## config.mk

```make
export PLATFORM = sky130hd
export DESIGN_NAME = credit_fifo_flat
export DESIGN_NICKNAME = d
export VERILOG_FILES = /design/src/isa_pkg.sv /design/src/pipe_pkg.sv /design/src/issue_if.sv /design/src/credit_fifo.sv /design/src/flat_wrapper.sv
export VERILOG_INCLUDE_DIRS = /design/src /design/src/src
export SDC_FILE = /design/constraint.sdc
export NUM_CORES = 1
export LEC_CHECK = 0
export BUFFER_PORTS_ARGS = -buffer_cell sky130_fd_sc_hd__buf_4
export CAP_MARGIN = 20
export CORE_ASPECT_RATIO = 0.5
export CORE_MARGIN = 10
export CORE_UTILIZATION = 25
export DETAILED_ROUTE_END_ITERATION = 12
export GPL_TIMING_DRIVEN = 0
export PLACE_DENSITY_LB_ADDON = 0.2
export SKIP_CTS_REPAIR_TIMING = 1
export SLEW_MARGIN = 30
export SYNTH_ARGS = -nofsm -noshare
export SYNTH_HDL_FRONTEND = slang
export SYNTH_SLANG_ARGS = --single-unit
export TNS_END_PERCENT = 5
```

## constraint.sdc

```tcl
create_clock -name clk -period 6.1 [get_ports clk]
set_input_delay 1.525 -clock clk [delete_from_list [all_inputs] [get_ports clk]]
set_output_delay 1.525 -clock clk [all_outputs]
set_load 0.1 [all_outputs]
```

## src/dual_issue_cfg.svh

```systemverilog
`ifndef DUAL_ISSUE_CFG_SVH
`define DUAL_ISSUE_CFG_SVH

// Architectural integer registers.
`define DI_NUM_REGS    32

// Issue queue entries, one per decoded pair.
`define DI_QUEUE_DEPTH 4

// Holds 0 to DI_QUEUE_DEPTH.
`define DI_CREDIT_W    3

`endif
```

## src/isa_pkg.sv

```systemverilog
package isa_pkg;

typedef enum logic [2:0] {
    OP_NONE,
    OP_ADD,
    OP_SUB,
    OP_AND,
    OP_OR,
    OP_XOR,
    OP_ADDI,
    OP_ORI
} opcode_t;

typedef enum logic {
    EXC_NONE,
    EXC_INE                      // Instruction not exist.
} exception_t;

localparam int OP3R_LSB    = 15; // Major opcode is inst[31:15].
localparam int OP2RI12_LSB = 22; // Major opcode is inst[31:22].
localparam int RD_LSB      = 0;
localparam int RJ_LSB      = 5;
localparam int RK_LSB      = 10;
localparam int IMM12_LSB   = 10;

localparam logic [16:0] OP3R_ADD_W     = 17'h00020;
localparam logic [16:0] OP3R_SUB_W     = 17'h00022;
localparam logic [16:0] OP3R_AND       = 17'h00029;
localparam logic [16:0] OP3R_OR        = 17'h0002a;
localparam logic [16:0] OP3R_XOR       = 17'h0002b;
localparam logic [9:0]  OP2RI12_ADDI_W = 10'h00a;
localparam logic [9:0]  OP2RI12_ORI    = 10'h00e;

endpackage

```

## src/pipe_pkg.sv

```systemverilog
`include "dual_issue_cfg.svh"

package pipe_pkg;

localparam int REG_AW = $clog2(`DI_NUM_REGS);

typedef struct packed {
    logic                valid;
    logic [31:0]         pc;
    isa_pkg::opcode_t    opcode;
    logic [REG_AW-1:0]   rf_src1;
    logic [REG_AW-1:0]   rf_src2;      // Zero for immediate forms.
    logic                src2_is_imm;
    logic [31:0]         imm;
    logic [REG_AW-1:0]   dest;
    logic                have_exception;
    isa_pkg::exception_t exception_type;
} uop_t;

// Lane b with valid clear is a single issue.
typedef struct packed {
    uop_t a;
    uop_t b;
} issue_pair_t;

typedef struct packed {
    logic                valid;
    logic [31:0]         pc;
    logic [REG_AW-1:0]   dest;
    logic [31:0]         value;
    logic                have_exception;
    isa_pkg::exception_t exception_type;
} result_t;

endpackage

```

## src/issue_if.sv

```systemverilog
`timescale 1ns/100ps

interface issue_if #(
    parameter type item_t = pipe_pkg::issue_pair_t
);

logic  push;       // At most one item per cycle.
item_t pair;
logic  credit_ret; // One pulse per entry freed.

modport source (
    output push,
    output pair,
    input  credit_ret
);

modport sink (
    input  push,
    input  pair,
    output credit_ret
);

endinterface

```

## src/credit_fifo.sv

```systemverilog
`timescale 1ns/100ps
`include "dual_issue_cfg.svh"

module credit_fifo #(
    parameter type item_t = pipe_pkg::issue_pair_t
) (
    input  wire     clk,
    input  wire     rst,
    issue_if.sink   in_q,
    issue_if.source out_q,
    input  wire     stall
);

localparam int DEPTH = `DI_QUEUE_DEPTH;
localparam int PTR_W = $clog2(DEPTH);

item_t            mem [DEPTH];
logic [PTR_W-1:0] wr_ptr;
logic [PTR_W-1:0] rd_ptr;
logic [PTR_W:0]   count;
logic             pop;

// Head is offered while execute can advance.
assign out_q.push      = count != '0 && !stall;
assign out_q.pair      = mem[rd_ptr];
assign pop             = out_q.credit_ret && out_q.push;
assign in_q.credit_ret = pop;

always_ff @(posedge clk) begin
    if (rst) begin
        wr_ptr <= '0;
        rd_ptr <= '0;
        count  <= '0;
    end else begin
        if (in_q.push) begin
            wr_ptr <= wr_ptr + 1'b1;
        end
        if (pop) begin
            rd_ptr <= rd_ptr + 1'b1;
        end
        case ({in_q.push, pop})
            2'b10:   count <= count + 1'b1;
            2'b01:   count <= count - 1'b1;
            default: count <= count;
        endcase
    end
end

always_ff @(posedge clk) begin
    if (in_q.push) begin
        mem[wr_ptr] <= in_q.pair;
    end
end

endmodule

```

## src/flat_wrapper.sv

```systemverilog
// flat-port wrapper written by rule: the top's interface ports become plain ports
module credit_fifo_flat 
#(
    parameter type item_t = pipe_pkg::issue_pair_t
)
  (clk, rst, stall, in_q_push, in_q_pair, in_q_credit_ret, out_q_push, out_q_pair, out_q_credit_ret);
  issue_if #(.item_t(item_t)) in_q_i ();
  issue_if #(.item_t(item_t)) out_q_i ();
  input  wire clk;
  input  wire rst;
  input  wire stall;
  input wire logic [$bits(in_q_i.push)-1:0] in_q_push;
  input wire logic [$bits(in_q_i.pair)-1:0] in_q_pair;
  output wire logic [$bits(in_q_i.credit_ret)-1:0] in_q_credit_ret;
  output wire logic [$bits(out_q_i.push)-1:0] out_q_push;
  output wire logic [$bits(out_q_i.pair)-1:0] out_q_pair;
  input wire logic [$bits(out_q_i.credit_ret)-1:0] out_q_credit_ret;
  assign in_q_i.push = in_q_push;
  assign in_q_i.pair = in_q_pair;
  assign in_q_credit_ret = in_q_i.credit_ret;
  assign out_q_push = out_q_i.push;
  assign out_q_pair = out_q_i.pair;
  assign out_q_i.credit_ret = out_q_credit_ret;
  credit_fifo #(.item_t(item_t)) u_core (.clk(clk), .rst(rst), .in_q(in_q_i), .out_q(out_q_i), .stall(stall));
endmodule
```

==> impl_metrics.toml <==
[outcome]
outcome = "completed"

[cts]
clock_sinks = 697
clock_path_buffers = 3
clkLatencyLatePin_ns = 0.64
path_clk_slew_ns = 0.06
clockRootBuffer = "clkbuf_16"
cts_inserted_buffers = 70
cts.htree.levels = 3
cts_tree = "yes"

[power]
power_mw = 12.2
powerDensity_nw_per_um2 = 377
power_leakage_nw = 10.6
ir_worst_vdd_mv = 0.175

[setup_path]
crit_path_start_kind = "register"
worstPathArrival_ns = 2.74
cp.required_ns = 4.58
critPathMaxFanout = 10
worstSetupEndpointType = "primary output"
crit_type = "register to primary output"

[floorplanning]
die_area_um2 = 115000
die_h_um = 245
initial_utilization_pct = 25.2
rows = 82
io_pins = 351
fp.dieW_um = 469
core-area_um2 = 100000

[finish]
final_layout_size_suffix_gt1_share_pct = 47.0
syn_to_final_growth_pct = 28.1
fillCellCount = 9626
nNetsFinal = 1572

[global_routing]
grt_pass1_wl_mm = 89.7
grt_pass1_vias = 12300
antenna_found_initial = 1
grt_usage_pct = 10.6
overflow = 0
grt_max_degree = 36

[synth]
syn-cell-area_um2 = 25300
yosysTopAreaCellShare_pct = 81.8
netlist_top_cells_count = "688 x edfxtp_1, 172 x mux4_2, 19 x buf_2"
synth_edf_count = 688
synthesis.nets = 1131
seq_area_frac_synth_pct = 82.5
synth_ff_type = "edfxtp_1"
synthCells = 948
ys_types = 24
synthArstFlopShare_pct = 0
synth_area_leaders = "edfxtp_1 82%, mux4_2 15%, dfxtp_1 0.71%"
syn_area_per_cell_um2 = 26.6
synth_largest_area_cell = "edfxtp_1"
synth_most_common_cell = "edfxtp_1"
synth-seq-cells = 697
yosysWarnings = 0

[timing]
fin_crit_ns = 4.27
worst_slack_ns = 1.83
final.setup_skew_ns = 0.0206
rsz0062_at_grt = "no"
maxSlewHeadroom_pct = 48.2
slew_viol_final = 0
worst_pin_slew_ns = 0.777
hold_violations = 0
setup_viol = 0
post-route-period-util_pct = 70.0
fmax_ghz = 0.234

[drt]
drt_pass1_iterations = 6
wl_mm = 62.4
first_iter_violations = 666
drc = 0
wl_per_cell_um = 22.4
via_count = 11300
drtAntennaViolNets = 0
post_drt_via_cell_ratio = 4.04

[placement]
io_buffer_count = 349
post-place-ws_ns = 1.82
gp_congestion = 0.675
dp_hpwl_mm = 42.9

[hold_path]
hold_path_class = "register to register"

[job]
drv_cap = 0
## placed cells by master, fill, tap and decap left out, types with 8 or more instances in the layout
cell type and instances:
clkinv_2 9, dfxtp_1 9, mux4_2 172, clkbuf_1 11
clkinv_1 19, buf_2 19, buf_6 10, buf_16 11
edfxtp_1 688, buf_12 9, clkbuf_16 72, buf_4 351
nor2_1 8
## layer usage
layer | GRT usage (%) | part of all wire [%] | vias up
met5 | 0 | 0 | -
met3 | 1.98 | 2.6 | 75
met4 | 3.09 | 2.1 | 0
li1 | - | - | 5011
met2 | 20.8 | 58 | 134
met1 | 11.5 | 37 | 6052
## worst max-delay path: stages (launching register included)
cell and delay, ns:
dfxtp_1 0.30, buf_2 0.35, buf_2 0.42, buf_2 0.39, mux4_2 0.39, buf_4 0.25
## stage by stage
step                setup TNS, ns  util (%)  instance area, um^2  hold WS [ns]  cells
global placement         -2849.93      29.5                29600         0.477   2641
CTS                             0      32.3                32400         0.495   2788
detailed placement              0      30.0                30000         0.483   2661
global route                    0      32.3                32400         0.514   2789
floorplan                       0         -                25300         0.459    948
finish                          0      32.3                32400         0.490   2789
## registers in the layout, summed over array words and instances (netlist names), named ones only
name	cells
u_core.count	3
u_core.mem	688
u_core.rd_ptr	2
u_core.wr_ptr	2
## logic make-up (layout without fill, tap and decap cells)
kind of cell,count (synthesis),in the layout,synth area share [%]
AOI/OAI and AO/OA,3,3,0.0594
xor gates and xnor gates,3,3,0.104
DFF,697,697,82.5
and+or+nand+nor,18,18,0.381
buffers and inverters,45,541,1.09
other,0,1,0
adders and majority gates,6,6,0.327
muxes,176,176,15.5
## area by class of cell
cell class | instances | area [um^2] | area share, %
Timing Repair Buffer | 369 | 3100 | 9.59
Inverter | 6 | 22.5 | 0.0696
Clock buffer | 80 | 1830 | 5.66
Clock inverter | 47 | 474 | 1.47
Tap cell | 1344 | 1680 | 5.20
Buffer | 39 | 253 | 0.781
Antenna cell | 1 | 2.50 | 0.00773
Sequential cell | 697 | 20800 | 64.4
Multi-Input combinational cell | 206 | 4150 | 12.8
## worst paths after layout
| check | to | slack [ns] | depth (start not counted) | start |
|---|---|---|---|---|
| setup / recovery | out_q_pair[96] | 1.83 | 5 | register |
| hold / removal | u_core.count[2]$_SDFFE_PP0P_ | 0.49 | 2 | u_core.count[2]$_SDFFE_PP0P_ |
| setup reg to reg | u_core.count[2]$_SDFFE_PP0P_ | 3.62 | 8 | u_core.count[0]$_SDFFE_PP0P_ |
| hold reg to reg | u_core.count[2]$_SDFFE_PP0P_ | 0.49 | 2 | u_core.count[2]$_SDFFE_PP0P_ |
## where the power goes
group / switching [mW] / internal, mW / total (mW)
Sequential: 0.0427 / 5.50 / 5.54
Combinational: 1.70 / 0.587 / 2.29
Clock: 1.89 / 2.49 / 4.38
Power figures use the tool's default switching activity.
