### config.mk
export PLATFORM = sky130hd
export DESIGN_NAME = alu_execute_flat
export DESIGN_NICKNAME = d
export VERILOG_FILES = /design/src/isa_pkg.sv /design/src/pipe_pkg.sv /design/src/issue_if.sv /design/src/alu_execute.sv /design/src/flat_wrapper.sv
export VERILOG_INCLUDE_DIRS = /design/src /design/src/src
export SDC_FILE = /design/constraint.sdc
export NUM_CORES = 1
export LEC_CHECK = 0
export ABC_AREA = 1
export BUFFER_PORTS_ARGS = -buffer_cell sky130_fd_sc_hd__buf_4
export CAP_MARGIN = 30
export CORE_AREA = 2 2 241 243
export CTS_CLUSTER_DIAMETER = 50
export CTS_CLUSTER_SIZE = 20
export DETAILED_ROUTE_END_ITERATION = 7
export DIE_AREA = 0 0 243 245
export GPL_TIMING_DRIVEN = 0
export PLACE_DENSITY_LB_ADDON = 0.25
export SYNTH_ARGS = -nofsm -noshare
export SYNTH_HDL_FRONTEND = slang
export SYNTH_SLANG_ARGS = --single-unit
### constraint.sdc
create_clock -name clk -period 6.65 [get_ports clk]
set_clock_uncertainty 0.1 [all_clocks]
set_input_delay 0.9975 -clock clk [delete_from_list [all_inputs] [get_ports clk]]
set_output_delay 0.9975 -clock clk [all_outputs]
set_load 0.005 [all_outputs]
### src/dual_issue_cfg.svh
`ifndef DUAL_ISSUE_CFG_SVH
`define DUAL_ISSUE_CFG_SVH

// Architectural integer registers.
`define DI_NUM_REGS    32

// Issue queue entries, one per decoded pair.
`define DI_QUEUE_DEPTH 4

// Holds 0 to DI_QUEUE_DEPTH.
`define DI_CREDIT_W    3

`endif
### src/isa_pkg.sv
package isa_pkg;

typedef enum logic [2:0] {
    OP_NONE,
    OP_ADD,
    OP_SUB,
    OP_AND,
    OP_OR,
    OP_XOR,
    OP_ADDI,
    OP_ORI
} opcode_t;

typedef enum logic {
    EXC_NONE,
    EXC_INE                      // Instruction not exist.
} exception_t;

localparam int OP3R_LSB    = 15; // Major opcode is inst[31:15].
localparam int OP2RI12_LSB = 22; // Major opcode is inst[31:22].
localparam int RD_LSB      = 0;
localparam int RJ_LSB      = 5;
localparam int RK_LSB      = 10;
localparam int IMM12_LSB   = 10;

localparam logic [16:0] OP3R_ADD_W     = 17'h00020;
localparam logic [16:0] OP3R_SUB_W     = 17'h00022;
localparam logic [16:0] OP3R_AND       = 17'h00029;
localparam logic [16:0] OP3R_OR        = 17'h0002a;
localparam logic [16:0] OP3R_XOR       = 17'h0002b;
localparam logic [9:0]  OP2RI12_ADDI_W = 10'h00a;
localparam logic [9:0]  OP2RI12_ORI    = 10'h00e;

endpackage

### src/pipe_pkg.sv
`include "dual_issue_cfg.svh"

package pipe_pkg;

localparam int REG_AW = $clog2(`DI_NUM_REGS);

typedef struct packed {
    logic                valid;
    logic [31:0]         pc;
    isa_pkg::opcode_t    opcode;
    logic [REG_AW-1:0]   rf_src1;
    logic [REG_AW-1:0]   rf_src2;      // Zero for immediate forms.
    logic                src2_is_imm;
    logic [31:0]         imm;
    logic [REG_AW-1:0]   dest;
    logic                have_exception;
    isa_pkg::exception_t exception_type;
} uop_t;

// Lane b with valid clear is a single issue.
typedef struct packed {
    uop_t a;
    uop_t b;
} issue_pair_t;

typedef struct packed {
    logic                valid;
    logic [31:0]         pc;
    logic [REG_AW-1:0]   dest;
    logic [31:0]         value;
    logic                have_exception;
    isa_pkg::exception_t exception_type;
} result_t;

endpackage

### src/issue_if.sv
`timescale 1ns/100ps

interface issue_if #(
    parameter type item_t = pipe_pkg::issue_pair_t
);

logic  push;       // At most one item per cycle.
item_t pair;
logic  credit_ret; // One pulse per entry freed.

modport source (
    output push,
    output pair,
    input  credit_ret
);

modport sink (
    input  push,
    input  pair,
    output credit_ret
);

endinterface

### src/alu_execute.sv
`timescale 1ns/100ps

module alu_execute (
    input  wire                         clk,
    input  wire                         rst,
    input  wire                         stall,
    issue_if.sink                       in_q,
    output pipe_pkg::result_t           res_a,
    output pipe_pkg::result_t           res_b,
    input  wire [31:0]                  rf_rdata [4],
    output logic [pipe_pkg::REG_AW-1:0] rf_raddr [4],
    input  wire pipe_pkg::result_t      wb_a,
    input  wire pipe_pkg::result_t      wb_b
);

pipe_pkg::uop_t    uop [2];
logic [31:0]       opnd [4];
logic [1:0]        ex_valid;
pipe_pkg::result_t ex_q [2];

function automatic logic hit(
    input pipe_pkg::result_t           r,
    input logic [pipe_pkg::REG_AW-1:0] addr
);
    return r.valid && !r.have_exception && r.dest == addr && addr != '0;
endfunction

function automatic pipe_pkg::result_t run(
    input pipe_pkg::uop_t u,
    input logic [31:0]    x,
    input logic [31:0]    y_reg
);
    pipe_pkg::result_t r;
    logic [31:0]       y;
    y                = u.src2_is_imm ? u.imm : y_reg;
    r.valid          = u.valid;
    r.pc             = u.pc;
    r.dest           = u.dest;
    r.have_exception = u.have_exception;
    r.exception_type = u.exception_type;
    case (u.opcode)
        isa_pkg::OP_ADD, isa_pkg::OP_ADDI: r.value = x + y;
        isa_pkg::OP_SUB:                   r.value = x - y;
        isa_pkg::OP_AND:                   r.value = x & y;
        isa_pkg::OP_OR, isa_pkg::OP_ORI:   r.value = x | y;
        isa_pkg::OP_XOR:                   r.value = x ^ y;
        default:                           r.value = 32'd0; // Exception.
    endcase
    return r;
endfunction

assign uop[0]          = in_q.pair.a;
assign uop[1]          = in_q.pair.b;
assign in_q.credit_ret = in_q.push && !stall;

always_comb begin
    for (int i = 0; i < 2; i++) begin
        rf_raddr[2*i]   = uop[i].rf_src1;
        rf_raddr[2*i+1] = uop[i].rf_src2;
    end
end

// Newest first. Lane b is younger than lane a.
always_comb begin
    for (int i = 0; i < 4; i++) begin
        if (hit(res_b, rf_raddr[i])) begin
            opnd[i] = res_b.value;
        end else if (hit(res_a, rf_raddr[i])) begin
            opnd[i] = res_a.value;
        end else if (hit(wb_b, rf_raddr[i])) begin
            opnd[i] = wb_b.value;
        end else if (hit(wb_a, rf_raddr[i])) begin
            opnd[i] = wb_a.value;
        end else begin
            opnd[i] = rf_rdata[i];
        end
    end
end

always_ff @(posedge clk) begin
    if (rst) begin
        ex_valid <= '0;
    end else if (!stall) begin
        ex_valid <= {in_q.push && uop[1].valid, in_q.push && uop[0].valid};
    end
end

always_ff @(posedge clk) begin
    if (!stall) begin
        ex_q[0] <= run(uop[0], opnd[0], opnd[1]);
        ex_q[1] <= run(uop[1], opnd[2], opnd[3]);
    end
end

always_comb begin
    res_a       = ex_q[0];
    res_a.valid = ex_valid[0];
    res_b       = ex_q[1];
    res_b.valid = ex_valid[1];
end

endmodule

### src/flat_wrapper.sv
// flat-port wrapper written by rule: the top's interface ports become plain ports
module alu_execute_flat 
  (clk, rst, stall, res_a, res_b, rf_rdata, rf_raddr, wb_a, wb_b, in_q_push, in_q_pair, in_q_credit_ret);
  issue_if in_q_i ();
  input  wire clk;
  input  wire rst;
  input  wire stall;
  output pipe_pkg::result_t res_a;
  output pipe_pkg::result_t res_b;
  input  wire [31:0] rf_rdata[4];
  output logic [pipe_pkg::REG_AW-1:0] rf_raddr[4];
  input  wire pipe_pkg::result_t wb_a;
  input  wire pipe_pkg::result_t wb_b;
  input wire logic [$bits(in_q_i.push)-1:0] in_q_push;
  input wire logic [$bits(in_q_i.pair)-1:0] in_q_pair;
  output wire logic [$bits(in_q_i.credit_ret)-1:0] in_q_credit_ret;
  assign in_q_i.push = in_q_push;
  assign in_q_i.pair = in_q_pair;
  assign in_q_credit_ret = in_q_i.credit_ret;
  alu_execute u_core (.clk(clk), .rst(rst), .stall(stall), .in_q(in_q_i), .res_a(res_a), .res_b(res_b), .rf_rdata(rf_rdata), .rf_raddr(rf_raddr), .wb_a(wb_a), .wb_b(wb_b));
endmodule
==> results.py <==
metrics = {
    "status": {
        "status": "finished, final reports clean",
    },
    "place": {
        "port_buffers": 540,
        "gp_congestion": 1.05,
        "post-place-ws_ps": -322,
        "dpl_cell_area_sq_um": 26100,
        "dp_hpwl_mm": 101,
    },
    "yosys": {
        "seq_area_frac_synth_pct": 20.4,
        "ys_types": 58,
        "synth_nets": 3911,
        "avgSynthCellArea_sq_um": 6.45,
        "synthXorXnorAreaFrac_pct": 3.24,
        "syn-cell-area_sq_um": 21100,
        "ys_ff_latch": 144,
        "synth_top_family_by_area": "simple AND/OR/NAND/NOR gates",
        "ys_warn_count": 0,
        "muxShareOfSynthArea_pct": 0,
        "synthSimpleGateAreaFrac_pct": 31.0,
        "synth_area_leaders": "edfxtp_1 20%, nand2_1 15%, ha_1 12%",
        "synthCells": 3267,
        "synth.top_cell.area_share_pct": 20.2,
        "synth_area_leader_cell": "edfxtp_1",
        "synth_compound_area_share_pct": 20.2,
        "synth-adder-area-share_pct": 11.7,
    },
    "cts": {
        "clk_latency_ps": 510,
        "cts.reportedPaths.clkPinSlew_ps": 80,
        "clock_path_buffers": 2,
        "cts-buffers-inserted": 17,
        "cts_sinks": 144,
        "cts_root_buffer": "clkbuf_16",
        "cts_tree": "done",
        "cts_setup_buffers": 0,
        "htree_levels": 4,
    },
    "floorplanning": {
        "die_y_microns": 245,
        "initial_core_util_pct": 37.0,
        "ioPinCount": 613,
        "rows": 88,
        "die_w_microns": 243,
        "die_area_sq_um": 59500,
        "core_area_sq_um": 57000,
    },
    "drt": {
        "route.detailed.drc": 0,
        "via_count": 26500,
        "first_iter_violations": 3122,
        "wl_per_cell_microns": 25.9,
        "drt_wl_total_mm": 120,
        "via_per_inst": 5.73,
        "postRouteAntennaNets": 0,
        "first_pass_iters": 8,
    },
    "setup_path": {
        "arrival_ps": 6620,
        "cp_common_cell": "nand2_1",
        "crit_type": "in -> reg",
        "cp_slowest_stage_delay_ps": 470,
        "crit_slowest_cell": "o21ai_0",
        "worstSetupStartpointType": "input port",
        "end_kind": "flop",
        "crit_fanout": 10,
        "worstPathRequired_ps": 6800,
    },
    "timing": {
        "report.final.slew_viol_count": 0,
        "finalSetupViolations": 0,
        "rsz0062_at_grt": "no",
        "worstMarginPinSlew_ps": 998,
        "min_period_ps": 6470,
        "fmax_ghz": 0.155,
        "relSlewSlack_pct": 33.5,
        "finalWorstSetupSlack_ps": 179,
        "finalCritPeriodShare_pct": 97.3,
        "finalSetupTns_ps": 0,
        "final_hold_viol_count": 0,
    },
    "layout": {
        "final_area_sq_um": 26800,
        "final_common_cell": "nand2_1",
        "area_growth_pct": 27.2,
        "final_util_pct": 47.0,
        "layout_common_cells": "838 x nand2_1, 565 x buf_4, 478 x inv_1",
        "layout-drive-gt1-share_pct": 21.3,
        "nets": 4472,
    },
    "grt": {
        "grt_start_max_net_pins": 78,
        "grt_use_total_pct": 38.7,
        "grt_overflow_total": 0,
        "grt_pass1_wl_mm": 166,
        "grt_pass1_vias": 24500,
        "antenna_found_initial": 19,
    },
    "pwr": {
        "pwr-share-seq_pct": 30.1,
        "switchingPower_w": 0.00191,
        "power_density_nw_per_um2": 160,
        "ir_drop_v": 0.000207,
        "internal_power_w": 0.00237,
        "netSwitchingFraction_pct": 44.6,
        "total_leakage_power_nw": 13.6,
        "power_frac_clock_pct": 24.8,
        "p_comb_share_pct": 45.2,
    },
    "worst_hold_path": {
        "hold_path.class": "reg -> reg",
    },
    "job": {
        "cap_violations": 0,
    },
}
-- metal layers --
layer  GRT usage, %  wire length, microns
met5              0                    46
met4           25.0                  8480
met3           8.31                 12000
met2           62.7                 53900
met1           46.4                 45100
-- cell type report --
| type | instances | area (sq um) |
|---|---|---|
| inverter | 521 | 1960 |
| multi-input combinational | 2432 | 14000 |
| timing repair buffer | 542 | 4090 |
| clock inverter | 15 | 189 |
| clock buffer | 17 | 425 |
| fill | 6227 | 30200 |
| buffer | 170 | 876 |
| antenna | 16 | 40.0 |
| sequential | 144 | 4300 |
| tap | 765 | 957 |
-- worst max-delay path, delay by kind of cell --
family	cells	cell delay, ps
AND/OR/NAND/NOR	20	2460
AO/OA/AOI/OAI	6	1660
buffers and inverters	6	1060
adder cells (fa/ha/maj)	2	440
-- metrics by stage --
stage               hold slack [ps]  cells  total power (W)
finish                          367   4622          0.00428
global route                    419   4622          0.00447
CTS                             369   4606          0.00424
detailed placement              357   4574          0.00318
global placement                357   4572          0.00318
floorplan                       359   3267          0.00227
-- sequential cells by signal, indices dropped and copies added, names as in the netlist --
register,count
u_core.ex_q,142
u_core.ex_valid,2
-- cells in the mapped netlist (all sizes together) --
| library cell | n |
|---|---|
| o21ai | 202 |
| o221ai | 3 |
| o31ai | 1 |
| o211ai | 144 |
| o21bai | 2 |
| a21oi | 126 |
| and3 | 1 |
| a22oi | 67 |
| nand2 | 897 |
| nand4 | 21 |
| a2111oi | 1 |
| a21o | 6 |
| o211a | 1 |
| nor2 | 217 |
| a21boi | 20 |
| a211oi | 7 |
| a211o | 2 |
| clkbuf | 90 |
| o21a | 5 |
| buf | 80 |
| nand3b | 9 |
| o22ai | 14 |
| edfxtp | 142 |
| nand3 | 299 |
| fa | 2 |
| dfxtp | 2 |
| clkinv | 3 |
| nor3b | 1 |
| or2 | 13 |
| a31oi | 7 |
| and2 | 2 |
| xnor2 | 10 |
| xor2 | 68 |
| nor4 | 9 |
| ha | 194 |
| nor3 | 25 |
| a221oi | 21 |
| inv | 518 |
| o2111ai | 35 |
-- logic make-up (layout without fill, tap and decap cells) --
family,Yosys count,count (layout)
compound gates,664,664
xor+xnor,78,78
fa+ha+maj,196,196
buf+inv,691,1265
flops,144,144
other cells,0,16
simple gates,1494,1494
-- path summary, 6_finish.rpt --
kind,startpoint,end,slack [ps],depth (start not counted)
min,u_core.ex_valid[0],u_core.ex_valid[0],370,2
max reg2reg,u_core.ex_q[0][35],u_core.ex_q[0][105],660,25
max,in_q_pair[131],u_core.ex_q[0][24],180,34
min reg2reg,u_core.ex_valid[0],u_core.ex_valid[0],370,2
-- power by group through the flow --
| stage | clock network, W | logic (W) | registers (W) |
|---|---|---|---|
| global placement | 0 | 0.00187 | 0.00131 |
| CTS | 0.00107 | 0.00189 | 0.00128 |
| global route | 0.00109 | 0.00210 | 0.00128 |
| detailed placement | 0 | 0.00188 | 0.00130 |
| floorplan | 0 | 0.00104 | 0.00122 |
| finish | 0.00106 | 0.00193 | 0.00129 |
-- timing repair --
item | 4_1_cts | 5_1_grt
hold buffers | 0 | 0
gates resized for setup | 0 | 9
setup endpoints to repair | 0 | 19
(Power assumes the default switching activity.)
