`src/dual_issue_cfg.svh`:
```
`ifndef DUAL_ISSUE_CFG_SVH
`define DUAL_ISSUE_CFG_SVH

// Architectural integer registers.
`define DI_NUM_REGS    32

// Issue queue entries, one per decoded pair.
`define DI_QUEUE_DEPTH 4

// Holds 0 to DI_QUEUE_DEPTH.
`define DI_CREDIT_W    3

`endif
```
`src/isa_pkg.sv`:
```
package isa_pkg;

typedef enum logic [2:0] {
    OP_NONE,
    OP_ADD,
    OP_SUB,
    OP_AND,
    OP_OR,
    OP_XOR,
    OP_ADDI,
    OP_ORI
} opcode_t;

typedef enum logic {
    EXC_NONE,
    EXC_INE                      // Instruction not exist.
} exception_t;

localparam int OP3R_LSB    = 15; // Major opcode is inst[31:15].
localparam int OP2RI12_LSB = 22; // Major opcode is inst[31:22].
localparam int RD_LSB      = 0;
localparam int RJ_LSB      = 5;
localparam int RK_LSB      = 10;
localparam int IMM12_LSB   = 10;

localparam logic [16:0] OP3R_ADD_W     = 17'h00020;
localparam logic [16:0] OP3R_SUB_W     = 17'h00022;
localparam logic [16:0] OP3R_AND       = 17'h00029;
localparam logic [16:0] OP3R_OR        = 17'h0002a;
localparam logic [16:0] OP3R_XOR       = 17'h0002b;
localparam logic [9:0]  OP2RI12_ADDI_W = 10'h00a;
localparam logic [9:0]  OP2RI12_ORI    = 10'h00e;

endpackage

```
`src/pipe_pkg.sv`:
```
`include "dual_issue_cfg.svh"

package pipe_pkg;

localparam int REG_AW = $clog2(`DI_NUM_REGS);

typedef struct packed {
    logic                valid;
    logic [31:0]         pc;
    isa_pkg::opcode_t    opcode;
    logic [REG_AW-1:0]   rf_src1;
    logic [REG_AW-1:0]   rf_src2;      // Zero for immediate forms.
    logic                src2_is_imm;
    logic [31:0]         imm;
    logic [REG_AW-1:0]   dest;
    logic                have_exception;
    isa_pkg::exception_t exception_type;
} uop_t;

// Lane b with valid clear is a single issue.
typedef struct packed {
    uop_t a;
    uop_t b;
} issue_pair_t;

typedef struct packed {
    logic                valid;
    logic [31:0]         pc;
    logic [REG_AW-1:0]   dest;
    logic [31:0]         value;
    logic                have_exception;
    isa_pkg::exception_t exception_type;
} result_t;

endpackage

```
`src/issue_if.sv`:
```
`timescale 1ns/100ps

interface issue_if #(
    parameter type item_t = pipe_pkg::issue_pair_t
);

logic  push;       // At most one item per cycle.
item_t pair;
logic  credit_ret; // One pulse per entry freed.

modport source (
    output push,
    output pair,
    input  credit_ret
);

modport sink (
    input  push,
    input  pair,
    output credit_ret
);

endinterface

```
`src/pair_issue.sv`:
```
`timescale 1ns/100ps
`include "dual_issue_cfg.svh"

module pair_issue (
    input  wire        clk,
    input  wire        rst,
    input  wire        res_stall,

    input  wire        a_valid,
    input  wire [31:0] a_pc,
    input  wire [31:0] a_inst,
    input  wire        b_valid,
    input  wire [31:0] b_pc,
    input  wire [31:0] b_inst,

    output logic [1:0] consume,
    issue_if.source    iq
);

localparam logic [`DI_CREDIT_W-1:0] FULL_CREDITS = `DI_QUEUE_DEPTH;

pipe_pkg::uop_t          uop_a;
pipe_pkg::uop_t          uop_b;
pipe_pkg::issue_pair_t   pair;
logic                    raw_hazard;
logic                    b_pairs;
logic                    push;
logic [`DI_CREDIT_W-1:0] credits;

inst_decoder decoder_a (
    .valid(a_valid),
    .pc(a_pc),
    .inst(a_inst),
    .uop(uop_a)
);

inst_decoder decoder_b (
    .valid(b_valid),
    .pc(b_pc),
    .inst(b_inst),
    .uop(uop_b)
);

assign raw_hazard = uop_a.dest != '0 &&
                    (uop_a.dest == uop_b.rf_src1 || uop_a.dest == uop_b.rf_src2);
assign b_pairs    = uop_a.valid && uop_b.valid && !uop_a.have_exception && !raw_hazard;

assign consume = (res_stall || credits == '0) ? 2'd0 :
                 b_pairs                      ? 2'd2 :
                 uop_a.valid                  ? 2'd1 :
                                                2'd0;

// A pair costs one credit whether it holds one or two ops.
assign push = consume != 2'd0;

always_comb begin
    pair         = '0;
    pair.a       = uop_a;
    pair.b       = uop_b;
    pair.b.valid = consume == 2'd2;
end

assign iq.push = push;
assign iq.pair = pair;

always_ff @(posedge clk) begin
    if (rst) begin
        credits <= FULL_CREDITS;
    end else begin
        case ({push, iq.credit_ret})
            2'b10:   credits <= credits - 1'b1;
            2'b01:   credits <= credits + 1'b1;
            default: credits <= credits;
        endcase
    end
end

endmodule

```
`src/inst_decoder.sv`:
```
`timescale 1ns/100ps

module inst_decoder (
    input  wire                         valid,
    input  wire [31:0]                  pc,
    input  wire [31:0]                  inst,
    output pipe_pkg::uop_t              uop
);

logic [16:0]                 op3r;
logic [9:0]                  op2ri12;
logic [pipe_pkg::REG_AW-1:0] rd;
logic [pipe_pkg::REG_AW-1:0] rj;
logic [pipe_pkg::REG_AW-1:0] rk;
logic [11:0]                 imm12;
isa_pkg::opcode_t            op;

assign op3r    = inst[31:isa_pkg::OP3R_LSB];
assign op2ri12 = inst[31:isa_pkg::OP2RI12_LSB];
assign rd      = inst[isa_pkg::RD_LSB +: pipe_pkg::REG_AW];
assign rj      = inst[isa_pkg::RJ_LSB +: pipe_pkg::REG_AW];
assign rk      = inst[isa_pkg::RK_LSB +: pipe_pkg::REG_AW];
assign imm12   = inst[isa_pkg::IMM12_LSB +: 12];

always_comb begin
    case (op3r)
        isa_pkg::OP3R_ADD_W: op = isa_pkg::OP_ADD;
        isa_pkg::OP3R_SUB_W: op = isa_pkg::OP_SUB;
        isa_pkg::OP3R_AND:   op = isa_pkg::OP_AND;
        isa_pkg::OP3R_OR:    op = isa_pkg::OP_OR;
        isa_pkg::OP3R_XOR:   op = isa_pkg::OP_XOR;
        default: begin
            case (op2ri12)
                isa_pkg::OP2RI12_ADDI_W: op = isa_pkg::OP_ADDI;
                isa_pkg::OP2RI12_ORI:    op = isa_pkg::OP_ORI;
                default:                 op = isa_pkg::OP_NONE;
            endcase
        end
    endcase
end

always_comb begin
    uop             = '0;
    uop.valid       = valid;
    uop.pc          = pc;
    uop.opcode      = op;
    uop.rf_src1     = rj;
    uop.dest        = rd;
    uop.src2_is_imm = op == isa_pkg::OP_ADDI || op == isa_pkg::OP_ORI;
    uop.rf_src2     = uop.src2_is_imm ? '0 : rk;
    if (op == isa_pkg::OP_ADDI) begin
        uop.imm = {{20{imm12[11]}}, imm12};   // Sign extended.
    end else if (op == isa_pkg::OP_ORI) begin
        uop.imm = {20'd0, imm12};             // Zero extended.
    end
    if (op == isa_pkg::OP_NONE) begin
        uop.have_exception = 1'b1;
        uop.exception_type = isa_pkg::EXC_INE;
        uop.rf_src1        = '0;
        uop.rf_src2        = '0;              // No source operands.
        uop.dest           = '0;              // No register write.
    end
    if (!valid) begin
        uop = '0;
    end
end

endmodule

```
`src/flat_wrapper.sv`:
```
// flat-port wrapper written by rule: the top's interface ports become plain ports
module pair_issue_flat 
  (clk, rst, res_stall, a_valid, a_pc, a_inst, b_valid, b_pc, b_inst, consume, iq_push, iq_pair, iq_credit_ret);
  issue_if iq_i ();
  input  wire clk;
  input  wire rst;
  input  wire res_stall;
  input  wire a_valid;
  input  wire [31:0] a_pc;
  input  wire [31:0] a_inst;
  input  wire b_valid;
  input  wire [31:0] b_pc;
  input  wire [31:0] b_inst;
  output logic [1:0] consume;
  output wire logic [$bits(iq_i.push)-1:0] iq_push;
  output wire logic [$bits(iq_i.pair)-1:0] iq_pair;
  input wire logic [$bits(iq_i.credit_ret)-1:0] iq_credit_ret;
  assign iq_push = iq_i.push;
  assign iq_pair = iq_i.pair;
  assign iq_i.credit_ret = iq_credit_ret;
  pair_issue u_core (.clk(clk), .rst(rst), .res_stall(res_stall), .a_valid(a_valid), .a_pc(a_pc), .a_inst(a_inst), .b_valid(b_valid), .b_pc(b_pc), .b_inst(b_inst), .consume(consume), .iq(iq_i));
endmodule
```
`config.mk`:
```
export PLATFORM = sky130hd
export DESIGN_NAME = pair_issue_flat
export DESIGN_NICKNAME = d
export VERILOG_FILES = /design/src/isa_pkg.sv /design/src/pipe_pkg.sv /design/src/issue_if.sv /design/src/pair_issue.sv /design/src/inst_decoder.sv /design/src/flat_wrapper.sv
export VERILOG_INCLUDE_DIRS = /design/src /design/src/src
export SDC_FILE = /design/constraint.sdc
export NUM_CORES = 1
export LEC_CHECK = 0
export ABC_AREA = 1
export BUFFER_PORTS_ARGS = -buffer_cell sky130_fd_sc_hd__buf_4
export CAP_MARGIN = 20
export CELL_PAD_IN_SITES_DETAIL_PLACEMENT = 0
export CELL_PAD_IN_SITES_GLOBAL_PLACEMENT = 1
export CORE_MARGIN = 2
export CORE_UTILIZATION = 18
export DETAILED_ROUTE_END_ITERATION = 7
export PLACE_DENSITY_LB_ADDON = 0.1
export SLEW_MARGIN = 10
export SYNTH_ARGS = -nofsm -noshare
export SYNTH_HDL_FRONTEND = slang
export SYNTH_HIERARCHICAL = 1
export SYNTH_SLANG_ARGS = --single-unit
```
`constraint.sdc`:
```
create_clock -name clk -period 3.4 [get_ports clk]
set_input_delay 0.68 -clock clk [delete_from_list [all_inputs] [get_ports clk]]
set_output_delay 0.68 -clock clk [all_outputs]
set_load 0.02 [all_outputs]
```
==> impl_metrics.tcl, run 1 <==
set metrics [dict create \
    grtUsageMet1_pct 13.7 \
    grt_pass1_vias 3230 \
    finalPower_w 0.000625 \
    dpl.hpwl_um 9410 \
    crit_start "a_inst[23]" \
    rsz0062_at_grt "yes" \
    required_ns 2.72 \
    whs_path_depth 1 \
    r2r-start "u_core/credits[0]" \
    ys_seq_elements 3 \
    setup_viol 0 \
    io_buffers 308 \
    synth.largest_area_cell "nand2_1" \
    cap_violations 0 \
    design.core.area_mm2 0.0132 \
    synth_enable_flop_cells 0 \
    ir_drop_mv 0.120 \
    hold_buffers 0 \
    grt_busiest_layer "met2" \
    total_leakage_power_nw 3.15 \
    die_w_um 120 \
    ys_types 26 \
    arrival_ns 2.56 \
    worstReg2RegEnd "u_core/credits[2]" \
    htreeDepth 1 \
    layout_common_cells "buf_4 (323), nand2_1 (135), inv_1 (112)" \
    async_flop_share_pct 0 \
    antenna_left 0 \
    use_met3_pct 4.23 \
    fin_crit_sh_pct 95.2 \
    power_density_mw_per_mm2 126 \
    clkTransAtPathRegs_ns 0.03 \
    grt_antenna_before_repair 0 \
    final_common_cell "buf_4" \
    crit_type "input port to primary output" \
    cp_max_fo 6 \
    areaGrowthSynthToFinish_pct 105 \
    gr-total-overflow 0 \
    relSlewSlack_pct 75.7 \
    drtIter0Drc 97 \
    syn-cell-area_mm2 0.00241 \
    layout.nets 894 \
    final_layout_size_suffix_gt1_share_pct 54.4 \
    rows 42 \
    syn-num-nets 616 \
    clk_latency_ns 0.22 \
    cp-start-kind "input port" \
    grt_first_pass_wirelength_um 15500 \
    synth_top_area_share_pct 22.7 \
    gr-usage-met2_pct 26.6 \
    largest_reg_flops 3 \
    syn_inst 480 \
    design.die.area_mm2 0.0144 \
    fillCellCount 1453 \
    slew_violations 0 \
    viasPerCell 3.91 \
    gp_congestion 0.768 \
    status "completed" \
    drc_errors 0 \
    die_height_um 120 \
    wire_per_inst_um 11.6 \
    largest-register "u_core/credits" \
    n_antenna_cell 0 \
    place_inst 913 \
    yosys_warnings 6 \
    tightestPinTransition_ns 0.365 \
    ios 309 \
    numCtsBuffers 3 \
    start_util_pct 18.3 \
    fin_skew_ns 0.000220 \
    cts_tree "done" \
    rr_worst_depth 10 \
    grt_usage_pct 13.3 \
    synth_flop_cell "dfxtp_1" \
    period_needed_ns 3.24 \
    max_freq_ghz 0.309 \
    drtPass1Iterations 4 \
    yosysSeqAreaShare_pct 2.49 \
    vias 3651 \
    setup.worst_path.end "consume[0]" \
    synth.area.top_cells "nand2_1 (23%), inv_1 (19%), buf_4 (13%)" \
    cts.sinks 3 \
    hold_violations 0 \
    cts.path.max_buffers 2 \
    end_kind "primary output" \
    cts-root-buf "clkbuf_16" \
    hp-class "register to register" \
    wirelength_um 10900 \
    regToRegSetupSlack_ns 1.48 \
    top_regs "u_core/credits (3)" \
    layoutNonFillerInstCount 933 \
    grt_max_degree 41 \
    avgSynthCellArea_um2 5.03 \
]
## worst max-delay path, stage by stage
cell and delay [ns]:
buf_4 0.11, nor2_1 0.09, nand2_1 0.09, nor2_4 0.16, nand2_2 0.09, nor2_4 0.11, nor2_2 0.07, nand3_4 0.10
clkinv_8 0.09, nor2_4 0.16, inv_2 0.06, nand2_1 0.05, nand2_1 0.04, nor2_1 0.11, nand3_1 0.09, nand2_1 0.08
nand2_2 0.08, a21oi_2 0.13, buf_4 0.14
## stage by stage
step | util (%) | area (µm²) | hold slack (ns) | TNS [ns] | worst slack [ns]
global placement | 34.8 | 4590 | 0.466 | 0 | 0.104
global route | 37.5 | 4940 | 0.536 | -0.0709 | -0.0400
floorplan | - | 2410 | 0.446 | 0 | 0.112
CTS | 35.4 | 4670 | 0.497 | 0 | 0.0816
detailed placement | 34.8 | 4590 | 0.476 | 0 | 0.0855
finish | 37.5 | 4940 | 0.502 | 0 | 0.164
## worst min-delay path by stage
| stage | start | end | slack, ns |
|---|---|---|---|
| 3_3_place_gp | u_core/credits[2] | u_core/credits[2] | 0.47 |
| 6_report | u_core/credits[2] | u_core/credits[2] | 0.50 |
| 2_1_floorplan | u_core/credits[2] | u_core/credits[2] | 0.45 |
| 3_5_place_dp | u_core/credits[2] | u_core/credits[2] | 0.48 |
| 5_1_grt | u_core/credits[2] | u_core/credits[2] | 0.54 |
| 4_1_cts | u_core/credits[2] | u_core/credits[2] | 0.50 |
## per-layer routing
| metal | up-vias | part of all wire, % | wire length [µm] |
|---|---|---|---|
| met5 | - | 0 | 0 |
| met4 | 0 | 1.1 | 116 |
| met3 | 8 | 9.6 | 1040 |
| met2 | 173 | 54 | 5810 |
| met1 | 1586 | 36 | 3890 |
| li1 | 1884 | - | - |
## synthesized netlist by cell type, types with 3 or more instances
cell type / count
nand3_1: 9
nand4_1: 12
nor2_2: 4
nor3_1: 11
nand2_2: 5
nor2_4: 26
buf_4: 42
nor2_1: 58
o21ai_0: 5
inv_1: 119
nand2_1: 146
a21oi_1: 7
clkbuf_1: 12
dfxtp_1: 3
inv_2: 4
## final cells by class
class | instances | area (µm²) | share of cell area (%)
Sequential cell | 3 | 60.1 | 1.21
Clock buffer | 4 | 78.8 | 1.59
Multi-Input combinational cell | 294 | 1580 | 31.9
Inverter | 125 | 494 | 9.99
Timing Repair Buffer | 331 | 2510 | 50.8
Tap cell | 176 | 220 | 4.45
## what timing repair did
item                                    4_1_cts  5_1_grt
endpoints found under the setup margin        0        3
setup buffers                                 0       16
resized for setup                             0       55
## kinds of logic after synthesis
kind of cell | Yosys count | share of synthesized area [%]
simple gates | 273 | 54.9
buf+inv | 183 | 36.7
compound gates | 16 | 3.53
xor+xnor | 3 | 1.09
flops | 3 | 2.49
fa+ha+maj | 2 | 1.35
## where the power goes
group	switching (W)	internal, W	leakage (nW)
clock network	0.0000299	0.000155	0.0382
registers	0.00000674	0.0000423	0.0250
logic	0.000196	0.000196	3.08
Note: power is estimated with default switching activity, not from simulation.
==> run 2, diff against run 1 <==
--- a/config.mk
+++ b/config.mk
@@ -15,6 +15,8 @@
 export CORE_UTILIZATION = 18
 export DETAILED_ROUTE_END_ITERATION = 7
 export PLACE_DENSITY_LB_ADDON = 0.1
+export REMOVE_ABC_BUFFERS = 1
+export SKIP_LAST_GASP = 1
 export SLEW_MARGIN = 10
 export SYNTH_ARGS = -nofsm -noshare
 export SYNTH_HDL_FRONTEND = slang
==> impl_metrics.tcl, run 2 (same netlist as run 1, synthesis figures left out) <==
set metrics [dict create \
    htreeDepth 1 \
    setup_slack_ns 0.162 \
    place_ws_ns 0.0531 \
    cts.sinks 3 \
    period_needed_ns 3.24 \
    status "completed" \
    holdPathEnd "u_core/credits[2]" \
    slowest_delay_ns 0.15 \
    finalPower_w 0.000629 \
    layout_common_cells "buf_4 (324), nand2_1 (138), inv_1 (114)" \
    cts-root-buf "clkbuf_16" \
    dpl.hpwl_um 9690 \
    viasPerCell 3.88 \
    worstReg2RegEnd "u_core/credits[1]" \
    hp-class "register to register" \
    rr_worst_depth 8 \
    clkTransAtPathRegs_ns 0.03 \
    setup_viol 0 \
    cp_max_fo 8 \
    largest_reg_flops 3 \
    fin_skew_ns 0.00229 \
    ir_drop_mv 0.113 \
    vias 3622 \
    slew_violations 0 \
    arrival_ns 2.56 \
    grt_antenna_before_repair 0 \
    antenna_left 0 \
    drc_errors 0 \
    drtPass1Iterations 4 \
    grt_pass1_vias 3318 \
    wirelength_um 10900 \
    grt_usage_pct 13.7 \
    rows 42 \
    fin_crit_sh_pct 95.2 \
    min_from "u_core/credits[2]" \
    post-route-util_pct 37.6 \
    whs_path_depth 1 \
    relSlewSlack_pct 76.9 \
    largest-register "u_core/credits" \
    power_density_mw_per_mm2 127 \
    worstSetupPathDepth 18 \
    wire_per_inst_um 11.7 \
    hold_violations 0 \
    end_kind "primary output" \
    io_buffers 308 \
    path_buf_inv 4 \
    placed_cell_area_mm2 0.00461 \
    regToRegSetupSlack_ns 1.52 \
    ios 309 \
    top_regs "u_core/credits (3)" \
    grt_first_pass_wirelength_um 16000 \
    r2r-start "u_core/credits[1]" \
    clk_latency_ns 0.22 \
    design.die.area_mm2 0.0144 \
    cp-start-kind "input port" \
    crit_type "input port to primary output" \
    final_layout_size_suffix_gt1_share_pct 54.0 \
    start_util_pct 18.3 \
    critPathTopFamily "simple AND/OR/NAND/NOR gates" \
    final_common_cell "buf_4" \
    path_cells "buf_4 > nor2_2 > nand2_2 > nor2_4 > nand2_2 > nor2_4 > nor2_4 > nand3_4 > clkinv_8 > buf_4 > nor2_4 > xnor2_1 > nand3_1 > nand2_1 > nand2_2 > nand2_1 > nor2_1 > buf_4" \
    cts_tree "done" \
    gp_congestion 0.743 \
    drtIter0Drc 94 \
    areaGrowthSynthToFinish_pct 105 \
    rsz0062_at_grt "yes" \
    cap_violations 0 \
    die_height_um 120 \
    total_leakage_power_nw 3.16 \
    tightestPinTransition_ns 0.343 \
    final_area_mm2 0.00495 \
    gr-total-overflow 0 \
    n_antenna_cell 0 \
    layout.nets 895 \
    cts.path.max_buffers 2 \
    crit_top_cell "nor2_4" \
    numCtsBuffers 3 \
    design.core.area_mm2 0.0132 \
    max_freq_ghz 0.309 \
    required_ns 2.72 \
    die_w_um 120 \
    grt_max_degree 32 \
    slowest_stage "nor2_4" \
]
run 2: layer usage:
| layer | track usage [%] | vias up | routed length [µm] |
|---|---|---|---|
| met5 | 0 | - | 0 |
| met4 | 1.10 | 0 | 23 |
| met3 | 4.33 | 2 | 1220 |
| met2 | 29.2 | 189 | 6040 |
| met1 | 13.0 | 1543 | 3660 |
| li1 | - | 1888 | - |
run 2: area by class of cell:
cell class | instances | area [µm²]
Clock buffer | 4 | 78.8
Fill cell | 1468 | 8240
Inverter | 125 | 487
Multi-Input combinational cell | 294 | 1580
Sequential cell | 3 | 60.1
Tap cell | 176 | 220
Timing Repair Buffer | 332 | 2530
run 2: per-stage QoR:
| stage | std cells | TNS, ns | hold WS (ns) |
|---|---|---|---|
| after global routing | 934 | -0.0502 | 0.503 |
| final | 934 | 0 | 0.487 |
| after detailed placement | 916 | 0 | 0.480 |
| after CTS | 920 | 0 | 0.484 |
| after global placement | 916 | 0 | 0.470 |
| after floorplan | 422 | -146.65 | 0.446 |
run 2: how the worst max path moves through the flow:
| stage | start | to | slack [ns] |
|---|---|---|---|
| 2_1_floorplan | a_inst[29] | iq_pair[105] | -3.67 |
| 3_3_place_gp | b_inst[29] | iq_pair[85] | 0.04 |
| 3_5_place_dp | b_inst[29] | iq_pair[85] | 0.05 |
| 4_1_cts | b_inst[29] | iq_pair[85] | 0.04 |
| 5_1_grt | a_inst[23] | iq_pair[85] | -0.02 |
| 6_report | b_inst[21] | consume[1] | 0.16 |
run 2: report_power, final:
part	leakage [nW]	internal [W]	switching, W	total (W)
Combinational	3.09	0.000197	0.000197	0.000394
Sequential	0.0250	0.0000423	0.00000613	0.0000485
Clock	0.0382	0.000155	0.0000319	0.000187
run 2: timing repair:
action                     in CTS  in global routing
setup buffers                   0                 14
gates resized for setup         0                 51
setup endpoints to repair       0                  3
hold buffers                    0                  0
